$ cat src/hdl/mips_pkg.sv
// Shared field widths, data types, opcode, funct and ALU operation enums
package mips_pkg;

	// --------------------
	// Field widths
	// --------------------
	localparam int WORD_W    = 32;
	localparam int REG_IDX_W = 5;
	localparam int OPCODE_W  = 6;
	localparam int FUNCT_W   = 6;
	localparam int ALU_OP_W  = 3;
	localparam int IMM_W     = 16;

	// Data word and register index
	typedef logic [WORD_W-1:0] word_t;
	typedef logic [REG_IDX_W-1:0] reg_idx_t;

	// Primary opcodes, inst[31:26]
	typedef enum logic [OPCODE_W-1:0] {
		op_rtype = 6'h00,
		op_beq   = 6'h04,
		op_lw    = 6'h23,
		op_sw    = 6'h2b
	} opcode_t;

	// R-type function codes, inst[5:0]
	typedef enum logic [FUNCT_W-1:0] {
		fn_add = 6'h20,
		fn_sub = 6'h22,
		fn_and = 6'h24,
		fn_or  = 6'h25,
		fn_slt = 6'h2a
	} funct_t;

	// ALU operations, alu_add is the all-zero bubble value
	typedef enum logic [ALU_OP_W-1:0] {
		alu_add = 3'd0,
		alu_sub = 3'd1,
		alu_and = 3'd2,
		alu_or  = 3'd3,
		alu_slt = 3'd4
	} alu_op_t;

endpackage

$ cat src/hdl/fetch_stage.sv
// Fetch stage: program counter with hold and branch redirect, IF/ID register with flush
`timescale 1ns/1ps

module fetch_stage (
	input  logic            clk,
	input  logic            rst_n,
	input  logic            stall,
	input  logic            branch_taken,
	input  mips_pkg::word_t branch_target,
	input  mips_pkg::word_t imem_data,
	output mips_pkg::word_t imem_addr,
	output mips_pkg::word_t if_inst,
	output mips_pkg::word_t if_pc
);
	import mips_pkg::*;

	word_t pc;
	word_t pc_plus_4;

	// Sequential successor, also the link value for branch targets
	assign pc_plus_4 = pc + word_t'(4);

	// Instruction memory is read combinationally at the current PC
	assign imem_addr = pc;

	// --------------------
	// PC and IF/ID
	// --------------------
	always_ff @(posedge clk)
	begin
		if (!rst_n)
		begin
			pc      <= '0;
			if_inst <= '0;
			if_pc   <= '0;
		end
		else if (!stall)
		begin
			if (branch_taken)
			begin
				// Redirect, zero word in IF/ID squashes the wrong-path slot
				pc      <= branch_target;
				if_inst <= '0;
				if_pc   <= '0;
			end
			else
			begin
				pc      <= pc_plus_4;
				if_inst <= imem_data;
				if_pc   <= pc_plus_4;
			end
		end
		// Stall: PC and IF/ID hold
	end

endmodule

$ cat src/hdl/reg_file.sv
// Register file: 32 words, two read ports with write bypass, reset to index values
`timescale 1ns/1ps

module reg_file (
	input  logic               clk,
	input  logic               rst_n,
	input  mips_pkg::reg_idx_t rs,
	input  mips_pkg::reg_idx_t rt,
	input  logic               wr_en,
	input  mips_pkg::reg_idx_t wr_reg,
	input  mips_pkg::word_t    wr_data,
	output mips_pkg::word_t    data_1,
	output mips_pkg::word_t    data_2
);
	import mips_pkg::*;

	word_t regs [32];

	// Register i starts with value i
	always_ff @(posedge clk)
	begin
		if (!rst_n)
		begin
			for (int i = 0; i < 32; i++)
				regs[i] <= word_t'(i);
		end
		else if (wr_en && (wr_reg != '0))
			regs[wr_reg] <= wr_data;
	end

	// r0 hardwired, same-cycle write forwarded to readers
	assign data_1 = (rs == '0) ? '0 :
		(wr_en && (wr_reg == rs)) ? wr_data : regs[rs];
	assign data_2 = (rt == '0) ? '0 :
		(wr_en && (wr_reg == rt)) ? wr_data : regs[rt];

endmodule

$ cat src/hdl/control_unit.sv
// Control unit: opcode and funct decode into pipeline control bits and illegal flag
`timescale 1ns/1ps

module control_unit (
	input  mips_pkg::word_t     inst,
	output mips_pkg::alu_op_t   alu_op,
	output logic                alu_src_imm,
	output logic                mem_read,
	output logic                mem_write,
	output logic                reg_write,
	output logic                dest_is_rd,
	output logic                branch,
	output logic                uses_rt,
	output logic                illegal
);
	import mips_pkg::*;

	always_comb
	begin
		// Defaults form a bubble
		alu_op      = alu_add;
		alu_src_imm = 1'b0;
		mem_read    = 1'b0;
		mem_write   = 1'b0;
		reg_write   = 1'b0;
		dest_is_rd  = 1'b0;
		branch      = 1'b0;
		uses_rt     = 1'b0;
		illegal     = 1'b0;

		// All-zero word is the nop left by flush and reset
		if (inst != '0)
		begin
			case (inst[31:26])
				op_rtype:
				begin
					reg_write  = 1'b1;
					dest_is_rd = 1'b1;
					uses_rt    = 1'b1;
					case (inst[5:0])
						fn_add: alu_op = alu_add;
						fn_sub: alu_op = alu_sub;
						fn_and: alu_op = alu_and;
						fn_or:  alu_op = alu_or;
						fn_slt: alu_op = alu_slt;
						default:
						begin
							// Unknown funct, drop back to a bubble
							reg_write  = 1'b0;
							dest_is_rd = 1'b0;
							uses_rt    = 1'b0;
							illegal    = 1'b1;
						end
					endcase
				end
				op_lw:
				begin
					alu_src_imm = 1'b1;
					mem_read    = 1'b1;
					reg_write   = 1'b1;
				end
				op_sw:
				begin
					// rt carries the store data
					alu_src_imm = 1'b1;
					mem_write   = 1'b1;
					uses_rt     = 1'b1;
				end
				op_beq:
				begin
					branch  = 1'b1;
					uses_rt = 1'b1;
				end
				default: illegal = 1'b1;
			endcase
		end
	end

endmodule

$ cat src/hdl/hazard_unit.sv
// Hazard unit: RAW interlock of decode sources against EX and MEM destinations
`timescale 1ns/1ps

module hazard_unit (
	input  mips_pkg::reg_idx_t rs,
	input  mips_pkg::reg_idx_t rt,
	input  logic               uses_rt,
	input  mips_pkg::reg_idx_t ex_dest,
	input  mips_pkg::reg_idx_t mem_dest,
	input  logic               ex_reg_write,
	input  logic               mem_reg_write,
	output logic               stall
);
	logic rs_hit;
	logic rt_hit;

	// r0 never carries a dependency
	assign rs_hit = (rs != '0) &&
		((ex_reg_write && (rs == ex_dest)) || (mem_reg_write && (rs == mem_dest)));
	// rt only matters for R-type, sw and beq
	assign rt_hit = uses_rt && (rt != '0) &&
		((ex_reg_write && (rt == ex_dest)) || (mem_reg_write && (rt == mem_dest)));

	// WB writes reach decode through the register file bypass
	assign stall = rs_hit || rt_hit;

endmodule

$ cat src/hdl/decode_stage.sv
// Decode stage: field split, sign extension, beq resolve, ID/EX register, with its three units
`timescale 1ns/1ps

module decode_stage (
	input  logic               clk,
	input  logic               rst_n,
	input  mips_pkg::word_t    if_inst,
	input  mips_pkg::word_t    if_pc,
	input  logic               wb_en,
	input  mips_pkg::reg_idx_t wb_reg,
	input  mips_pkg::word_t    wb_data,
	input  mips_pkg::reg_idx_t mem_dest,
	input  logic               mem_reg_write,
	output logic               stall,
	output logic               branch_taken,
	output logic               exception,
	output mips_pkg::word_t    branch_target,
	output logic               ex_valid,
	output mips_pkg::alu_op_t  ex_alu_op,
	output logic               ex_alu_src_imm,
	output logic               ex_mem_read,
	output logic               ex_mem_write,
	output logic               ex_reg_write,
	output mips_pkg::reg_idx_t ex_dest,
	output mips_pkg::word_t    ex_data_1,
	output mips_pkg::word_t    ex_data_2,
	output mips_pkg::word_t    ex_imm
);
	import mips_pkg::*;

	reg_idx_t rs;
	reg_idx_t rt;
	reg_idx_t rd;
	reg_idx_t dest;
	word_t    imm;
	word_t    data_1;
	word_t    data_2;
	alu_op_t  alu_op;
	logic     alu_src_imm;
	logic     mem_read;
	logic     mem_write;
	logic     reg_write;
	logic     dest_is_rd;
	logic     branch;
	logic     uses_rt;
	logic     illegal;
	logic     issue;

	// --------------------
	// Field split
	// --------------------
	assign rs  = if_inst[25:21];
	assign rt  = if_inst[20:16];
	assign rd  = if_inst[15:11];
	assign imm = {{(WORD_W - IMM_W){if_inst[IMM_W-1]}}, if_inst[IMM_W-1:0]};

	// R-type writes rd, lw writes rt
	assign dest = dest_is_rd ? rd : rt;

	reg_file i_reg_file (
		.clk     (clk),
		.rst_n   (rst_n),
		.rs      (rs),
		.rt      (rt),
		.wr_en   (wb_en),
		.wr_reg  (wb_reg),
		.wr_data (wb_data),
		.data_1  (data_1),
		.data_2  (data_2)
	);

	control_unit i_control_unit (
		.inst        (if_inst),
		.alu_op      (alu_op),
		.alu_src_imm (alu_src_imm),
		.mem_read    (mem_read),
		.mem_write   (mem_write),
		.reg_write   (reg_write),
		.dest_is_rd  (dest_is_rd),
		.branch      (branch),
		.uses_rt     (uses_rt),
		.illegal     (illegal)
	);

	// EX side of the interlock comes from our own ID/EX register
	hazard_unit i_hazard_unit (
		.rs            (rs),
		.rt            (rt),
		.uses_rt       (uses_rt),
		.ex_dest       (ex_dest),
		.mem_dest      (mem_dest),
		.ex_reg_write  (ex_reg_write),
		.mem_reg_write (mem_reg_write),
		.stall         (stall)
	);

	// --------------------
	// Branch resolve
	// --------------------
	// Operands only trusted once the interlock has released
	assign branch_taken  = branch && !stall && (data_1 == data_2);
	// if_pc already holds pc+4
	assign branch_target = if_pc + {imm[WORD_W-3:0], 2'b00};

	// One pulse, raised on the cycle the instruction leaves decode
	assign exception = illegal && !stall;
	assign issue     = !stall && !illegal;

	// --------------------
	// ID/EX register
	// --------------------
	always_ff @(posedge clk)
	begin
		if (!rst_n || !issue)
		begin
			// Bubble
			ex_valid       <= 1'b0;
			ex_alu_op      <= alu_add;
			ex_alu_src_imm <= 1'b0;
			ex_mem_read    <= 1'b0;
			ex_mem_write   <= 1'b0;
			ex_reg_write   <= 1'b0;
		end
		else
		begin
			ex_valid       <= 1'b1;
			ex_alu_op      <= alu_op;
			ex_alu_src_imm <= alu_src_imm;
			ex_mem_read    <= mem_read;
			ex_mem_write   <= mem_write;
			ex_reg_write   <= reg_write;
		end
	end

	// Operands and destination
	always_ff @(posedge clk)
	begin
		ex_dest   <= dest;
		ex_data_1 <= data_1;
		ex_data_2 <= data_2;
		ex_imm    <= imm;
	end

endmodule

$ cat src/hdl/execute_stage.sv
// Execute stage: ALU, load/store address generation and the EX/MEM register
`timescale 1ns/1ps

module execute_stage (
	input  logic               clk,
	input  logic               rst_n,
	input  logic               ex_valid,
	input  mips_pkg::alu_op_t  ex_alu_op,
	input  logic               ex_alu_src_imm,
	input  logic               ex_mem_read,
	input  logic               ex_mem_write,
	input  logic               ex_reg_write,
	input  mips_pkg::reg_idx_t ex_dest,
	input  mips_pkg::word_t    ex_data_1,
	input  mips_pkg::word_t    ex_data_2,
	input  mips_pkg::word_t    ex_imm,
	output logic               mem_mem_read,
	output logic               mem_mem_write,
	output logic               mem_reg_write,
	output mips_pkg::reg_idx_t mem_dest,
	output mips_pkg::word_t    mem_result,
	output mips_pkg::word_t    mem_store_data
);
	import mips_pkg::*;

	word_t alu_b;
	word_t alu_y;
	logic  lt_signed;

	// Second operand: rt value or the load/store offset
	assign alu_b = ex_alu_src_imm ? ex_imm : ex_data_2;

	assign lt_signed = $signed(ex_data_1) < $signed(alu_b);

	// --------------------
	// ALU
	// --------------------
	always_comb
	begin
		case (ex_alu_op)
			alu_add: alu_y = ex_data_1 + alu_b;
			alu_sub: alu_y = ex_data_1 - alu_b;
			alu_and: alu_y = ex_data_1 & alu_b;
			alu_or:  alu_y = ex_data_1 | alu_b;
			alu_slt: alu_y = {{(WORD_W - 1){1'b0}}, lt_signed};
			default: alu_y = ex_data_1 + alu_b;
		endcase
	end

	// --------------------
	// EX/MEM register
	// --------------------
	always_ff @(posedge clk)
	begin
		if (!rst_n)
		begin
			mem_mem_read  <= 1'b0;
			mem_mem_write <= 1'b0;
			mem_reg_write <= 1'b0;
		end
		else
		begin
			// Only a live instruction carries side effects forward
			mem_mem_read  <= ex_valid && ex_mem_read;
			mem_mem_write <= ex_valid && ex_mem_write;
			mem_reg_write <= ex_valid && ex_reg_write;
		end
	end

	// Result, address and store data
	always_ff @(posedge clk)
	begin
		mem_dest       <= ex_dest;
		mem_result     <= alu_y;
		mem_store_data <= ex_data_2;
	end

endmodule

$ cat src/hdl/memory_stage.sv
// Memory stage: word-addressed data memory, store report, write-back and retire outputs
`timescale 1ns/1ps

module memory_stage #(
	parameter int DMEM_WORDS = 64
) (
	input  logic               clk,
	input  logic               rst_n,
	input  logic               mem_mem_read,
	input  logic               mem_mem_write,
	input  logic               mem_reg_write,
	input  mips_pkg::reg_idx_t mem_dest,
	input  mips_pkg::word_t    mem_result,
	input  mips_pkg::word_t    mem_store_data,
	output logic               wb_en,
	output mips_pkg::reg_idx_t wb_reg,
	output mips_pkg::word_t    wb_data,
	output logic               store_valid,
	output mips_pkg::word_t    store_addr,
	output mips_pkg::word_t    store_data
);
	import mips_pkg::*;

	localparam int ADDR_W = $clog2(DMEM_WORDS);

	word_t             dmem [DMEM_WORDS];
	logic [ADDR_W-1:0] dmem_idx;
	word_t             load_data;

	// Word index, byte offset bits dropped
	assign dmem_idx  = mem_result[ADDR_W+1:2];
	assign load_data = dmem[dmem_idx];

	// --------------------
	// Store path
	// --------------------
	always_ff @(posedge clk)
	begin
		if (mem_mem_write)
			dmem[dmem_idx] <= mem_store_data;
	end

	// Store visible in the cycle it writes
	assign store_valid = rst_n && mem_mem_write;
	assign store_addr  = mem_result;
	assign store_data  = mem_store_data;

	// --------------------
	// Write-back
	// --------------------
	// Register file written at the end of the memory cycle
	assign wb_en   = rst_n && mem_reg_write;
	assign wb_reg  = mem_dest;
	// lw takes memory data, everything else the ALU result
	assign wb_data = mem_mem_read ? load_data : mem_result;

endmodule

$ cat src/hdl/mips_core.sv
// Core top level: fetch, decode, execute and memory stages wired in order
`timescale 1ns/1ps

module mips_core #(
	parameter int DMEM_WORDS = 64
) (
	input  logic               clk,
	input  logic               rst_n,
	input  mips_pkg::word_t    imem_data,
	output mips_pkg::word_t    imem_addr,
	output logic               retire_valid,
	output mips_pkg::reg_idx_t retire_reg,
	output mips_pkg::word_t    retire_data,
	output logic               store_valid,
	output mips_pkg::word_t    store_addr,
	output mips_pkg::word_t    store_data,
	output logic               exception
);
	import mips_pkg::*;

	// Fetch and decode
	word_t    if_inst, if_pc, branch_target;
	logic     stall, branch_taken;
	// ID/EX
	logic     ex_valid, ex_alu_src_imm, ex_mem_read, ex_mem_write, ex_reg_write;
	alu_op_t  ex_alu_op;
	reg_idx_t ex_dest;
	word_t    ex_data_1, ex_data_2, ex_imm;
	// EX/MEM
	logic     mem_mem_read, mem_mem_write, mem_reg_write;
	reg_idx_t mem_dest;
	word_t    mem_result, mem_store_data;

	fetch_stage i_fetch_stage (
		.clk (clk), .rst_n (rst_n), .stall (stall), .branch_taken (branch_taken),
		.branch_target (branch_target), .imem_data (imem_data),
		.imem_addr (imem_addr), .if_inst (if_inst), .if_pc (if_pc)
	);

	// MEM/WB outputs feed the register file and the retire port alike
	decode_stage i_decode_stage (
		.clk (clk), .rst_n (rst_n), .if_inst (if_inst), .if_pc (if_pc),
		.wb_en (retire_valid), .wb_reg (retire_reg), .wb_data (retire_data),
		.mem_dest (mem_dest), .mem_reg_write (mem_reg_write),
		.stall (stall), .branch_taken (branch_taken), .exception (exception),
		.branch_target (branch_target), .ex_valid (ex_valid), .ex_alu_op (ex_alu_op),
		.ex_alu_src_imm (ex_alu_src_imm), .ex_mem_read (ex_mem_read),
		.ex_mem_write (ex_mem_write), .ex_reg_write (ex_reg_write), .ex_dest (ex_dest),
		.ex_data_1 (ex_data_1), .ex_data_2 (ex_data_2), .ex_imm (ex_imm)
	);

	execute_stage i_execute_stage (
		.clk (clk), .rst_n (rst_n), .ex_valid (ex_valid), .ex_alu_op (ex_alu_op),
		.ex_alu_src_imm (ex_alu_src_imm), .ex_mem_read (ex_mem_read),
		.ex_mem_write (ex_mem_write), .ex_reg_write (ex_reg_write), .ex_dest (ex_dest),
		.ex_data_1 (ex_data_1), .ex_data_2 (ex_data_2), .ex_imm (ex_imm),
		.mem_mem_read (mem_mem_read), .mem_mem_write (mem_mem_write),
		.mem_reg_write (mem_reg_write), .mem_dest (mem_dest),
		.mem_result (mem_result), .mem_store_data (mem_store_data)
	);

	memory_stage #(
		.DMEM_WORDS (DMEM_WORDS)
	) i_memory_stage (
		.clk (clk), .rst_n (rst_n), .mem_mem_read (mem_mem_read),
		.mem_mem_write (mem_mem_write), .mem_reg_write (mem_reg_write),
		.mem_dest (mem_dest), .mem_result (mem_result), .mem_store_data (mem_store_data),
		.wb_en (retire_valid), .wb_reg (retire_reg), .wb_data (retire_data),
		.store_valid (store_valid), .store_addr (store_addr), .store_data (store_data)
	);

endmodule

$ cat config.mk
export PLATFORM = sky130hd
export DESIGN_NAME = mips_core
export DESIGN_NICKNAME = d
export VERILOG_FILES = /design/src/hdl/mips_pkg.sv /design/src/hdl/fetch_stage.sv /design/src/hdl/reg_file.sv /design/src/hdl/control_unit.sv /design/src/hdl/hazard_unit.sv /design/src/hdl/decode_stage.sv /design/src/hdl/execute_stage.sv /design/src/hdl/memory_stage.sv /design/src/hdl/mips_core.sv
export SDC_FILE = /design/constraint.sdc
export NUM_CORES = 2
export LEC_CHECK = 0
export ABC_CLOCK_PERIOD_IN_PS = 6100
export BUFFER_PORTS_ARGS = -buffer_cell sky130_fd_sc_hd__buf_4
export CAP_MARGIN = 20
export CORE_MARGIN = 8
export CORE_UTILIZATION = 45
export DETAILED_ROUTE_END_ITERATION = 10
export SLEW_MARGIN = 20
export SYNTH_ARGS = -nofsm -noshare
export SYNTH_HDL_FRONTEND = slang
export SYNTH_HIERARCHICAL = 1
export SYNTH_SLANG_ARGS = --single-unit
export TNS_END_PERCENT = 100
$ cat constraint.sdc
create_clock -name clk -period 6.1 [get_ports clk]
set_input_delay 1.22 -clock clk [delete_from_list [all_inputs] [get_ports clk]]
set_output_delay 1.22 -clock clk [all_outputs]
set_load 0.01 [all_outputs]
==> flow_summary.toml <==
[outcome]
outcome = "finished, violations left"
violations = "negative setup slack"

[route]
routedWlPerCell_microns = 38.0
drtIter0Drc = 15700
vias = 98800
drt-total-wl_microns = 566000
antenna_left = 0
drc = 0
vias_per_cell = 6.63
drt-pass1-iter-count = 8

[finish]
instances_no_fill = 14900
drive_above_1_share_pct = 23.2
syn2layout_area_growth_pct = 15.0
num-fill-cells = 27100
nets = 10400

[logic_synthesis]
syn_avg_cell_area_sq_um = 15.2
synth_top_family_by_area = "multiplexers"
synth.area.mux_share_pct = 13.0
ys.flop_type = "edfxtp_1"
netlist.area_leader.share_pct = 61.6
syn_area_sq_um = 150000
yosysUniqueCellTypes = 104
ys_seq_area_share_pct = 65.1
synthTopCellsByArea = "edfxtp_1, mux4_2, and2_1"
synth-simple-area-share_pct = 7.47
synth-seq-cells = 3333
ys_warn_count = 6
syn_inst = 9835
synth_xor_area_share_pct = 0.807
yosys.area.top_type = "edfxtp_1"
synth-compound-area-share_pct = 9.20
synthAdderAreaFrac_pct = 1.18
yosysMostFrequentCell = "edfxtp_1"
async_flop_share_pct = 0
synth-edff-count = 3072
synthTopCellsByCount = "edfxtp_1, and2_1, mux4_2, mux2i_1, clkbuf_1"

[flow_run]
max-cap-violations = 0

[pwr]
powerDensity_nw_per_um2 = 392
power_frac_comb_pct = 27.5
power_switching_w = 0.0226
p_int_w = 0.0449
power_leakage_nw = 58.6
p_seq_share_pct = 39.5
power.share.clock_pct = 33.0
p_total_w = 0.0675
swShare_pct = 33.5
peakVddDrop_mv = 0.284

[timing]
max_freq_mhz = 163
fin_crit_ns = 6.14
drv_slew = 0
min_period_over_period_pct = 101
max_slew_margin_pct = 14.9
fin_ws_ns = -0.0385
fin_skew_ns = 0.101
tightest_slew_ns = 1.28
hold_violations = 0
whs_ns = 0.354
setup_violations = 8
rsz0062_at_grt = "no"

[clock_network]
path_clk_slew_ns = 0.06
hold_buffers = 0
cts_root_buffer = "clkbuf_16"
cts_tree = "yes"
cts_buffer_depth = 4
cts.sinks = 3333
htree_levels = 5
cts-buffers-inserted = 355
clk_latency_ns = 0.99

[global_route]
antenna_found_initial = 48
grt_max_degree = 68
grt_pass1_vias = 94900
grt_pass1_wl_microns = 772000
overflow = 0
grt_use_total_pct = 31.2

[placement]
port_buffers = 169
dp_cells = 14200
hpwlAfterDp_microns = 373000
gp_congestion = 0.934

[floorplan]
row_count = 212
ios = 170
die_h_microns = 593
start_util_pct = 45.1
die_width_microns = 593
core_area_sq_um = 332000
dieArea_sq_um = 352000

[setup_path]
crit_type = "flop to output port"
crit_arrival_ns = 4.92
crit_path_start_kind = "flop"
required_ns = 4.88
crit_fanout = 32
endpoint_kind = "output port"

[hold_path]
hold_path.class = "flop to flop"
state kept, by name, summed over array words and instances (netlist names), 3 cells and up:
signal,cells
i_memory_stage/dmem,2048
i_decode_stage/ex_imm,16
i_decode_stage/ex_data_1,32
i_fetch_stage/if_pc,32
i_decode_stage/ex_dest,5
i_fetch_stage/imem_addr,32
i_decode_stage/ex_alu_op,3
i_decode_stage/i_reg_file/regs,1024
i_fetch_stage/if_inst,32
i_decode_stage/ex_data_2,32
i_execute_stage/mem_result,32
i_execute_stage/mem_dest,5
i_execute_stage/mem_store_data,32
final cells by class:
type                            count  area (sq um)  area share [%]
Antenna cell                       21          52.6          0.0305
Clock buffer                      430          9500            5.52
Clock inverter                    219          2350            1.36
Inverter                          129           497           0.288
Multi-Input combinational cell   5500         49000            28.5
Sequential cell                  3333         97600            56.7
Tap cell                         4387          5490            3.19
Timing Repair Buffer              879          7690            4.47
worst paths after layout:
check                                              startpoint                                 to  slack, ns  cells after the start
worst max-delay path            i_execute_stage/mem_result[2]                    retire_data[26]      -0.04                     10
worst min-delay path              i_decode_stage/ex_data_2[5]  i_execute_stage/mem_store_data[5]       0.35                      0
worst max register to register  i_execute_stage/mem_result[5]        i_fetch_stage/imem_addr[27]      -0.03                     18
worst min register to register    i_decode_stage/ex_data_2[5]  i_execute_stage/mem_store_data[5]       0.35                      0
power by group through the flow:
stage	registers, W	clock network [W]	logic (W)
2_1_floorplan	0.0268	0	0.00892
5_1_grt	0.0266	0.0232	0.0187
3_5_place_dp	0.0271	0	0.0176
3_3_place_gp	0.0271	0	0.0175
4_1_cts	0.0266	0.0224	0.0178
6_report	0.0266	0.0223	0.0186
logic make-up after synthesis:
group | count (synthesis)
mux | 1241
buf+inv | 1033
simple gates | 2039
flops | 3333
other cells | 1
compound gates | 1911
xor+xnor | 138
fa+ha+maj | 139
through the flow:
stage | setup slack (ns) | utilization [%] | TNS (ns) | instance area, sq um
after floorplan | 1.14 | - | 0 | 150000
after global placement | -1.35 | 48.1 | -114.04 | 160000
after detailed placement | -0.489 | 48.1 | -31.35 | 160000
after CTS | 0.0144 | 51.7 | 0 | 172000
after global routing | 0.00147 | 51.8 | 0 | 172000
final | -0.0385 | 51.8 | -0.197 | 172000
layer usage:
metal  GRT usage, %  share of wire (%)
met1           40.6                 36
met2           47.5                 44
met3           8.57                 12
met4           17.2                6.9
met5              0              0.022
worst max-delay path, cell delays in order (launching register included):
cell	delay, ns
dfxtp_4	0.52
buf_4	0.22
nor2b_4	0.54
buf_4	0.46
a21oi_1	0.12
o21ai_0	0.10
a22oi_1	0.12
o22ai_1	0.79
o32a_2	0.40
buf_4	0.40
buf_4	0.20
layout by cell type (no fill, tap or decap), types with 123 or more instances in the layout:
master / count
a21oi_1: 317
a221oi_1: 234
a22oi_1: 337
and2_1: 938
buf_4: 791
clkbuf_16: 367
dfxtp_1: 215
edfxtp_1: 3072
ha_1: 135
inv_1: 123
mux2_2: 147
mux2i_1: 543
mux4_2: 550
nand2_1: 258
nor2_1: 292
o21ai_0: 213
o22ai_1: 148
repair_timing:
action,in CTS,in global routing
endpoints found under the setup margin,107,36
gates cloned,0,1
pin swaps,0,4
setup buffers,10,11
resized for setup,9,18
No activity file was read; power rests on OpenSTA's default activity.
